## src/design/aud_pkg.sv

```systemverilog
package aud_pkg;

    localparam int SAMPLE_W = 16;
    localparam int ADDR_W   = 20;

    // wishbone word offsets
    localparam logic [1:0] REG_CTRL   = 2'd0;
    localparam logic [1:0] REG_END    = 2'd1;
    localparam logic [1:0] REG_STATUS = 2'd2;

    localparam int BCLK_DIV    = 2;  // i_clk cycles per half bit clock
    localparam int BITS_PER_CH = 16; // bit clocks per lr half
    localparam int BCLK_CNT_W  = $clog2(BCLK_DIV);
    localparam int BIT_CNT_W   = $clog2(BITS_PER_CH);

    // (v * RECIP[s]) >> 16 approximates v / s
    // entry 1 is pass through, the dsp skips the multiply at speed 1
    localparam logic [15:0] RECIP [16] = '{
        16'h0000, 16'hFFFF, 16'h8000, 16'h5555,
        16'h4000, 16'h3333, 16'h2AAA, 16'h2492,
        16'h2000, 16'h1C71, 16'h1999, 16'h1745,
        16'h1555, 16'h13B1, 16'h1249, 16'h1111
    };

    typedef enum logic [1:0] {
        ST_IDLE  = 2'd0,
        ST_PLAY  = 2'd1,
        ST_PAUSE = 2'd2
    } play_state_e;

endpackage

```

## src/design/aud_wb_regs.sv

```systemverilog
module aud_wb_regs
    import aud_pkg::*;
(
    input  logic              i_clk,
    input  logic              i_rst_n,
    input  logic              i_wb_cyc,
    input  logic              i_wb_stb,
    input  logic              i_wb_we,
    input  logic [1:0]        i_wb_adr,
    input  logic [31:0]       i_wb_dat,
    input  play_state_e       i_state,
    input  logic [ADDR_W-1:0] i_addr,
    output logic [31:0]       o_wb_dat,
    output logic              o_wb_ack,
    output logic              o_start,
    output logic              o_stop,
    output logic              o_pause,
    output logic              o_fast,
    output logic              o_interp,
    output logic [3:0]        o_speed,
    output logic [ADDR_W-1:0] o_end_addr
);

    logic        wb_req;
    logic        wb_wr;
    logic        ctrl_wr;
    logic [31:0] rd_word;

    assign wb_req  = i_wb_cyc & i_wb_stb & ~o_wb_ack; // new single-beat request
    assign wb_wr   = wb_req & i_wb_we;                // commits on the edge that raises ack
    assign ctrl_wr = wb_wr & (i_wb_adr == REG_CTRL);

    always_ff @(posedge i_clk or negedge i_rst_n) begin
        if (!i_rst_n) begin
            o_wb_ack <= 1'b0;
        end else begin
            o_wb_ack <= wb_req;
        end
    end

    always_ff @(posedge i_clk or negedge i_rst_n) begin
        if (!i_rst_n) begin
            o_start    <= 1'b0;
            o_stop     <= 1'b0;
            o_pause    <= 1'b0;
            o_fast     <= 1'b0;
            o_interp   <= 1'b0;
            o_speed    <= 4'd0;
            o_end_addr <= '0;
        end else begin
            o_start <= ctrl_wr & i_wb_dat[0]; // one-cycle pulses
            o_stop  <= ctrl_wr & i_wb_dat[2];
            if (ctrl_wr) begin
                o_pause  <= i_wb_dat[1];
                o_fast   <= i_wb_dat[3];
                o_interp <= i_wb_dat[4];
                o_speed  <= i_wb_dat[11:8];
            end
            if (wb_wr && i_wb_adr == REG_END) begin
                o_end_addr <= i_wb_dat[ADDR_W-1:0];
            end
        end
    end

    always_comb begin
        case (i_wb_adr)
            REG_CTRL: begin
                rd_word = {20'd0, o_speed, 3'd0, o_interp, o_fast, 1'b0, o_pause, 1'b0};
            end
            REG_END: begin
                rd_word = {{(32 - ADDR_W){1'b0}}, o_end_addr};
            end
            REG_STATUS: begin
                rd_word = {i_addr, 10'd0, i_state}; // live state and address
            end
            default: begin
                rd_word = 32'd0;
            end
        endcase
    end

    // read word is held while ack is high
    always_ff @(posedge i_clk) begin
        if (wb_req) begin
            o_wb_dat <= rd_word;
        end
    end

endmodule

```

## src/design/aud_i2s_tx.sv

```systemverilog
module aud_i2s_tx
    import aud_pkg::*;
(
    input  logic                i_clk,
    input  logic                i_rst_n,
    input  logic [SAMPLE_W-1:0] i_sample,
    output logic                o_dac_bclk,
    output logic                o_dac_lrck,
    output logic                o_dac_sdata,
    output logic                o_lrck_fall
);

    logic [BCLK_CNT_W-1:0] div_cnt;
    logic [BIT_CNT_W-1:0]  bit_cnt;
    logic [SAMPLE_W-1:0]   shreg;
    logic                  div_wrap;
    logic                  bclk_fall;
    logic                  half_end;

    assign div_wrap  = (div_cnt == BCLK_CNT_W'(BCLK_DIV - 1));
    assign bclk_fall = o_dac_bclk & div_wrap;
    assign half_end  = (bit_cnt == BIT_CNT_W'(BITS_PER_CH - 1)); // last slot of a half

    always_ff @(posedge i_clk or negedge i_rst_n) begin
        if (!i_rst_n) begin
            div_cnt    <= '0;
            o_dac_bclk <= 1'b0;
        end else if (div_wrap) begin
            div_cnt    <= '0;
            o_dac_bclk <= ~o_dac_bclk;
        end else begin
            div_cnt <= div_cnt + 1'b1;
        end
    end

    // slot counter and lr clock both move on bclk falling edges
    always_ff @(posedge i_clk or negedge i_rst_n) begin
        if (!i_rst_n) begin
            bit_cnt     <= '0;
            o_dac_lrck  <= 1'b0;
            o_lrck_fall <= 1'b0;
        end else begin
            o_lrck_fall <= bclk_fall & half_end & o_dac_lrck;
            if (bclk_fall) begin
                bit_cnt <= half_end ? '0 : bit_cnt + 1'b1;
                if (half_end) begin
                    o_dac_lrck <= ~o_dac_lrck;
                end
            end
        end
    end

    // msb lands in left slot 1 after the one bclk delay of standard i2s
    // lsb goes out in right slot 0 on the same edge that loads the next word
    always_ff @(posedge i_clk or negedge i_rst_n) begin
        if (!i_rst_n) begin
            shreg       <= '0;
            o_dac_sdata <= 1'b0;
        end else if (bclk_fall) begin
            if (!o_dac_lrck) begin
                o_dac_sdata <= shreg[SAMPLE_W-1];
                shreg       <= half_end ? i_sample : {shreg[SAMPLE_W-2:0], 1'b0};
            end else begin
                o_dac_sdata <= 1'b0; // right channel is silent
            end
        end
    end

endmodule

```

## src/design/aud_dsp.sv

```systemverilog
module aud_dsp
    import aud_pkg::*;
(
    input  logic                i_clk,
    input  logic                i_rst_n,
    input  logic                i_start,
    input  logic                i_stop,
    input  logic                i_pause,
    input  logic                i_fast,
    input  logic                i_interp,
    input  logic [3:0]          i_speed,
    input  logic [ADDR_W-1:0]   i_end_addr,
    input  logic                i_lrck_fall,
    input  logic [SAMPLE_W-1:0] i_sram_data,
    output logic [ADDR_W-1:0]   o_sram_addr,
    output logic [SAMPLE_W-1:0] o_sample,
    output play_state_e         o_state
);

    play_state_e         state_q;
    play_state_e         state_d;
    logic [ADDR_W-1:0]   addr_q;
    logic [ADDR_W-1:0]   addr_d;
    logic [SAMPLE_W-1:0] prev_q;
    logic [SAMPLE_W-1:0] prev_d;
    logic [SAMPLE_W-1:0] sample_q;
    logic [SAMPLE_W-1:0] sample_d;
    logic [3:0]          cnt_q;
    logic [3:0]          cnt_d;
    logic [3:0]          speed;
    logic [3:0]          span;
    logic                advance;
    logic [ADDR_W:0]     addr_sum;
    logic                at_end;
    logic [SAMPLE_W-1:0] recip_prev;
    logic [SAMPLE_W-1:0] recip_next;
    logic [19:0]         interp_sum;
    logic [SAMPLE_W-1:0] step_word;

    function automatic logic [SAMPLE_W-1:0] recip_scale(input logic [SAMPLE_W-1:0] v,
                                                        input logic [3:0] s);
        logic [31:0] prod;
        prod = 32'(v) * 32'(RECIP[s]);
        if (s == 4'd1) begin
            return v;
        end
        return prod[31:16];
    endfunction

    assign speed = (i_speed == 4'd0) ? 4'd1 : i_speed; // speed 0 acts as 1
    assign span  = speed - cnt_q;

    // slow mode moves to the next word once every speed frames
    assign advance  = i_fast | (cnt_q >= speed - 4'd1);
    assign addr_sum = {1'b0, addr_q} + (i_fast ? (ADDR_W + 1)'(speed) : (ADDR_W + 1)'(1));
    assign at_end   = (addr_sum >= {1'b0, i_end_addr});

    assign recip_prev = recip_scale(prev_q, speed);
    assign recip_next = recip_scale(i_sram_data, speed);
    assign interp_sum = 20'(recip_prev) * 20'(span) + 20'(recip_next) * 20'(cnt_q);
    assign step_word  = (i_fast | ~i_interp) ? prev_q : interp_sum[SAMPLE_W-1:0];

    always_comb begin
        state_d  = state_q;
        addr_d   = addr_q;
        prev_d   = prev_q;
        sample_d = sample_q;
        cnt_d    = cnt_q;
        case (state_q)
            ST_IDLE: begin
                if (i_start) begin // addr is 0 here, so sram shows mem[0]
                    state_d = ST_PLAY;
                    prev_d  = i_sram_data;
                    addr_d  = i_fast ? ADDR_W'(speed) : ADDR_W'(1);
                    cnt_d   = 4'd0;
                end
            end
            ST_PLAY: begin
                if (i_stop) begin
                    state_d = ST_IDLE;
                    addr_d  = '0;
                end else if (i_pause) begin
                    state_d = ST_PAUSE;
                end else if (i_lrck_fall) begin
                    sample_d = step_word;
                    cnt_d    = advance ? 4'd0 : cnt_q + 4'd1;
                    if (advance) begin
                        prev_d = i_sram_data;
                        if (at_end) begin
                            state_d = ST_IDLE;
                            addr_d  = '0;
                        end else begin
                            addr_d = addr_sum[ADDR_W-1:0];
                        end
                    end
                end
            end
            ST_PAUSE: begin
                if (i_stop) begin
                    state_d = ST_IDLE;
                    addr_d  = '0;
                end else if (!i_pause) begin
                    state_d = ST_PLAY;
                end
            end
            default: begin
                state_d = ST_IDLE;
            end
        endcase
    end

    always_ff @(posedge i_clk or negedge i_rst_n) begin
        if (!i_rst_n) begin
            state_q  <= ST_IDLE;
            addr_q   <= '0;
            prev_q   <= '0;
            sample_q <= '0;
            cnt_q    <= 4'd0;
        end else begin
            state_q  <= state_d;
            addr_q   <= addr_d;
            prev_q   <= prev_d;
            sample_q <= sample_d;
            cnt_q    <= cnt_d;
        end
    end

    assign o_sram_addr = addr_q;
    assign o_sample    = sample_q;
    assign o_state     = state_q;

endmodule

```

## src/design/aud_player_top.sv

```systemverilog
module aud_player_top
    import aud_pkg::*;
(
    input  logic                i_clk,
    input  logic                i_rst_n,
    input  logic                i_wb_cyc,
    input  logic                i_wb_stb,
    input  logic                i_wb_we,
    input  logic [1:0]          i_wb_adr,
    input  logic [31:0]         i_wb_dat,
    output logic [31:0]         o_wb_dat,
    output logic                o_wb_ack,
    output logic [ADDR_W-1:0]   o_sram_addr,
    input  logic [SAMPLE_W-1:0] i_sram_data,
    output logic                o_dac_bclk,
    output logic                o_dac_lrck,
    output logic                o_dac_sdata
);

    logic                start_p;
    logic                stop_p;
    logic                pause;
    logic                fast;
    logic                interp;
    logic [3:0]          speed;
    logic [ADDR_W-1:0]   end_addr;
    play_state_e         state;
    logic                lrck_fall;
    logic [SAMPLE_W-1:0] sample;

    aud_wb_regs u_wb_regs (
        .i_clk      (i_clk),
        .i_rst_n    (i_rst_n),
        .i_wb_cyc   (i_wb_cyc),
        .i_wb_stb   (i_wb_stb),
        .i_wb_we    (i_wb_we),
        .i_wb_adr   (i_wb_adr),
        .i_wb_dat   (i_wb_dat),
        .i_state    (state),
        .i_addr     (o_sram_addr), // status shows the live sram address
        .o_wb_dat   (o_wb_dat),
        .o_wb_ack   (o_wb_ack),
        .o_start    (start_p),
        .o_stop     (stop_p),
        .o_pause    (pause),
        .o_fast     (fast),
        .o_interp   (interp),
        .o_speed    (speed),
        .o_end_addr (end_addr)
    );

    aud_dsp u_dsp (
        .i_clk       (i_clk),
        .i_rst_n     (i_rst_n),
        .i_start     (start_p),
        .i_stop      (stop_p),
        .i_pause     (pause),
        .i_fast      (fast),
        .i_interp    (interp),
        .i_speed     (speed),
        .i_end_addr  (end_addr),
        .i_lrck_fall (lrck_fall),
        .i_sram_data (i_sram_data),
        .o_sram_addr (o_sram_addr),
        .o_sample    (sample),
        .o_state     (state)
    );

    aud_i2s_tx u_i2s_tx (
        .i_clk       (i_clk),
        .i_rst_n     (i_rst_n),
        .i_sample    (sample),
        .o_dac_bclk  (o_dac_bclk),
        .o_dac_lrck  (o_dac_lrck),
        .o_dac_sdata (o_dac_sdata),
        .o_lrck_fall (lrck_fall)
    );

endmodule

```

## config.mk

```make
export PLATFORM = sky130hd
export DESIGN_NAME = aud_player_top
export DESIGN_NICKNAME = d
export VERILOG_FILES = /design/src/design/aud_pkg.sv /design/src/design/aud_wb_regs.sv /design/src/design/aud_i2s_tx.sv /design/src/design/aud_dsp.sv /design/src/design/aud_player_top.sv
export SDC_FILE = /design/constraint.sdc
export NUM_CORES = 2
export LEC_CHECK = 0
export ABC_AREA = 1
export BUFFER_PORTS_ARGS = -buffer_cell sky130_fd_sc_hd__buf_2
export CAP_MARGIN = 5
export CORE_MARGIN = 2
export CORE_UTILIZATION = 35
export CTS_CLUSTER_DIAMETER = 60
export CTS_CLUSTER_SIZE = 8
export DETAILED_ROUTE_END_ITERATION = 7
export MAX_ROUTING_LAYER = met4
export PLACE_DENSITY_LB_ADDON = 0.05
export SLEW_MARGIN = 20
export SYNTH_ARGS = -nofsm -noshare
export SYNTH_HDL_FRONTEND = slang
export SYNTH_SLANG_ARGS = --single-unit
export TNS_END_PERCENT = 100
```

## constraint.sdc

```tcl
create_clock -name i_clk -period 12 [get_ports i_clk]
set_clock_uncertainty 0.2 [all_clocks]
set_input_delay 0.6 -clock i_clk [delete_from_list [all_inputs] [get_ports i_clk]]
set_output_delay 0.6 -clock i_clk [all_outputs]
set_load 0.05 [all_outputs]
```

==> flow_metrics.py <==
metrics = {
    "clock_tree": {
        "cts_made_buffers": 17,
        "clk_latency_ns": 0.48,
        "tritoncts": "done",
        "cts_root_buffer": "clkbuf_16",
        "clkTransAtPathRegs_ns": 0.07,
        "cts_sinks": 145,
        "cts_buffer_depth": 2,
        "htreeDepth": 4,
        "holdBufCountCts": 0,
    },
    "setup_path": {
        "crit_top_cell": "nand2_1",
        "worstSetupStartpoint": "u_wb_regs.o_speed[1]",
        "critPathSlowestCell": "fa_1",
        "cp_max_fo": 14,
        "cp-start-kind": "register",
        "critical_path_class": "reg -> reg",
        "timing.rr.start": "u_wb_regs.o_speed[1]",
        "critPathMaxStageDelay_ns": 0.56,
        "cp.required_ns": 12.16,
        "crit_arrival_ns": 11.64,
        "cp-end-kind": "register",
    },
    "floorplanning": {
        "start_util": 0.353,
        "rows": 102,
        "die_w_um": 284,
        "die-area_um2": 80500,
        "fp.coreArea_um2": 77500,
        "io_pins": 111,
        "die_y_um": 284,
    },
    "layout": {
        "final_common_cell": "inv_1",
        "seqCellArea_um2": 3790,
        "finalNetCount": 4488,
        "syn2layout_area_growth_pct": 16.5,
        "layout_common_cells": "inv_1, nand2_1, fa_1, nor2_1, ha_1",
        "drive_gt1_frac": 0.141,
        "multi_input_area_um2": 20600,
        "fillers": 8048,
    },
    "synth": {
        "yosys.area_share.adder": 0.460,
        "syn_nets": 4239,
        "synth-xor-area-share": 0.0208,
        "ys_seq_area_frac": 0.138,
        "synth_top_family_by_area": "adder cells",
        "ys_seq_elements": 145,
        "syn_area_per_cell_um2": 7.92,
        "synth.cell_area_um2": 27400,
        "synth_warnings": 0,
        "synth_edf_count": 32,
        "synth_cells": 3456,
        "synth_mux_area_frac": 0,
        "ys.flop_type": "dfrtp_1",
        "synth-simple-area-share": 0.183,
        "synth_compound_area_frac": 0.0722,
        "async_reset_ff_frac": 0.779,
        "synth_cell_types": 49,
    },
    "detailed_routing": {
        "route.detailed.drc": 0,
        "wirelength_um": 96300,
        "drtIter0Drc": 1581,
        "detail-route-antenna-nets": 0,
        "vias": 23300,
        "routed_via_density": 4.88,
        "wire_per_inst_um": 20.2,
        "drtPass1Iterations": 5,
    },
    "grt": {
        "antenna_found_initial": 4,
        "grt_pass1_vias": 24600,
        "grt_overflow": 0,
        "track_usage": 0.253,
        "grt_max_degree": 63,
        "grt_pass1_wl_um": 149000,
    },
    "status": {
        "status": "finished, final reports clean",
    },
    "timing": {
        "fmax_mhz": 87.1,
        "relSlewSlack": 0.259,
        "hold_violations": 0,
        "setup_viol": 0,
        "timing.final.ws_setup_ns": 0.515,
        "finalSetupTns_ns": 0,
        "fin_crit_ns": 11.49,
        "worst_slew_pin_slew_ns": 1.10,
        "fin_crit_sh": 0.957,
        "hold_slack_ns": 0.0138,
        "drv_slew": 0,
    },
    "placement": {
        "post-place-ws_ns": 0.0328,
        "gp_congestion": 0.917,
        "io_buffers": 98,
        "hpwlAfterDp_um": 80500,
    },
    "job": {
        "cap_viol_max_count": 0,
    },
    "min_path": {
        "worst_hold_path_type": "in -> async",
    },
}
-- worst max-delay path: cells and delay by family (launching register included) --
family | cells | cell delay [ns]
fa+ha+maj | 13 | 5.77
simple gates | 24 | 2.40
buf+inv | 18 | 1.66
compound gates | 5 | 0.72
flops | 1 | 0.43
xor+xnor | 1 | 0.17
-- path summary, 6_finish.rpt --
kind | slack, ns | depth (start not counted) | endpoint
worst max-delay path | 0.51 | 61 | u_dsp.o_sample[15]
worst min-delay path | 0.01 | 1 | u_dsp.o_sram_addr[16]
worst max register to register | 0.51 | 61 | u_dsp.o_sample[15]
worst min register to register | 0.25 | 1 | u_i2s_tx.div_cnt
max in group asynchronous | 10.28 | 2 | u_dsp.prev_q[2]
min in group i_clk | 0.18 | 3 | u_wb_regs.o_end_addr[16]
-- area by class of cell --
cell class	count	share of cell area
Antenna cell	6	0.000471
Tap cell	1040	0.0408
Clock inverter	11	0.00330
Inverter	800	0.0946
Multi-Input combinational cell	2396	0.646
Timing Repair Buffer	345	0.0803
Sequential cell	145	0.119
Clock buffer	21	0.0158
-- metrics by stage --
| stage | instances | util | instance area (um2) |
|---|---|---|---|
| floorplan | 3456 | - | 27400 |
| global placement | 4703 | 0.394 | 30500 |
| detailed placement | 4703 | 0.394 | 30500 |
| CTS | 4736 | 0.402 | 31200 |
| global route | 4762 | 0.412 | 31900 |
| finish | 4764 | 0.412 | 31900 |
-- kinds of logic after synthesis --
family / count (synthesis)
xor+xnor: 65
fa+ha+maj: 728
compound gates: 362
simple gates: 1241
buf+inv: 915
flops: 145
-- synthesized netlist by cell type (13+ instances only) --
master | instances | area [um2]
nor2_1 | 437 | 1640
fa_1 | 463 | 9270
clkbuf_1 | 104 | 390
o21ai_0 | 164 | 821
nand4_1 | 20 | 125
nand3_1 | 62 | 310
ha_1 | 265 | 3320
inv_1 | 779 | 2920
clkinv_1 | 13 | 48.8
xnor2_1 | 24 | 210
dfrtp_1 | 113 | 2830
o22ai_1 | 23 | 144
a21oi_1 | 121 | 606
or2_2 | 16 | 100
nor3_1 | 17 | 85.1
edfxtp_1 | 32 | 961
xor2_1 | 41 | 359
nand2_1 | 652 | 2450
-- timing repair --
| action | in CTS | in global routing |
|---|---|---|
| gates cloned | 0 | 1 |
| setup endpoints to repair | 1 | 7 |
| buffers inserted | 1 | 21 |
| pin swaps | 1 | 35 |
| resized for setup | 3 | 138 |
-- routing by layer --
metal / share of wire / vias up / global-route usage
li1: - / 10900 / -
met1: 0.44 / 11700 / 0.326
met2: 0.49 / 590 / 0.419
met3: 0.043 / 110 / 0.0277
met4: 0.028 / 0 / 0.0743
met5: 0 / - / -
-- flip-flops by register name, indices dropped and copies added, names as in the netlist, 4 cells and up --
register,count
u_wb_regs.o_wb_dat,32
u_dsp.o_sram_addr,20
u_wb_regs.o_end_addr,20
u_dsp.o_sample,16
u_dsp.prev_q,16
u_i2s_tx.shreg,16
u_dsp.cnt_q,4
u_i2s_tx.bit_cnt,4
u_wb_regs.o_speed,4
Power is left out: the tool's default activity adds up to more than one toggle a clock period on the data nets, which glitch-free logic cannot reach.
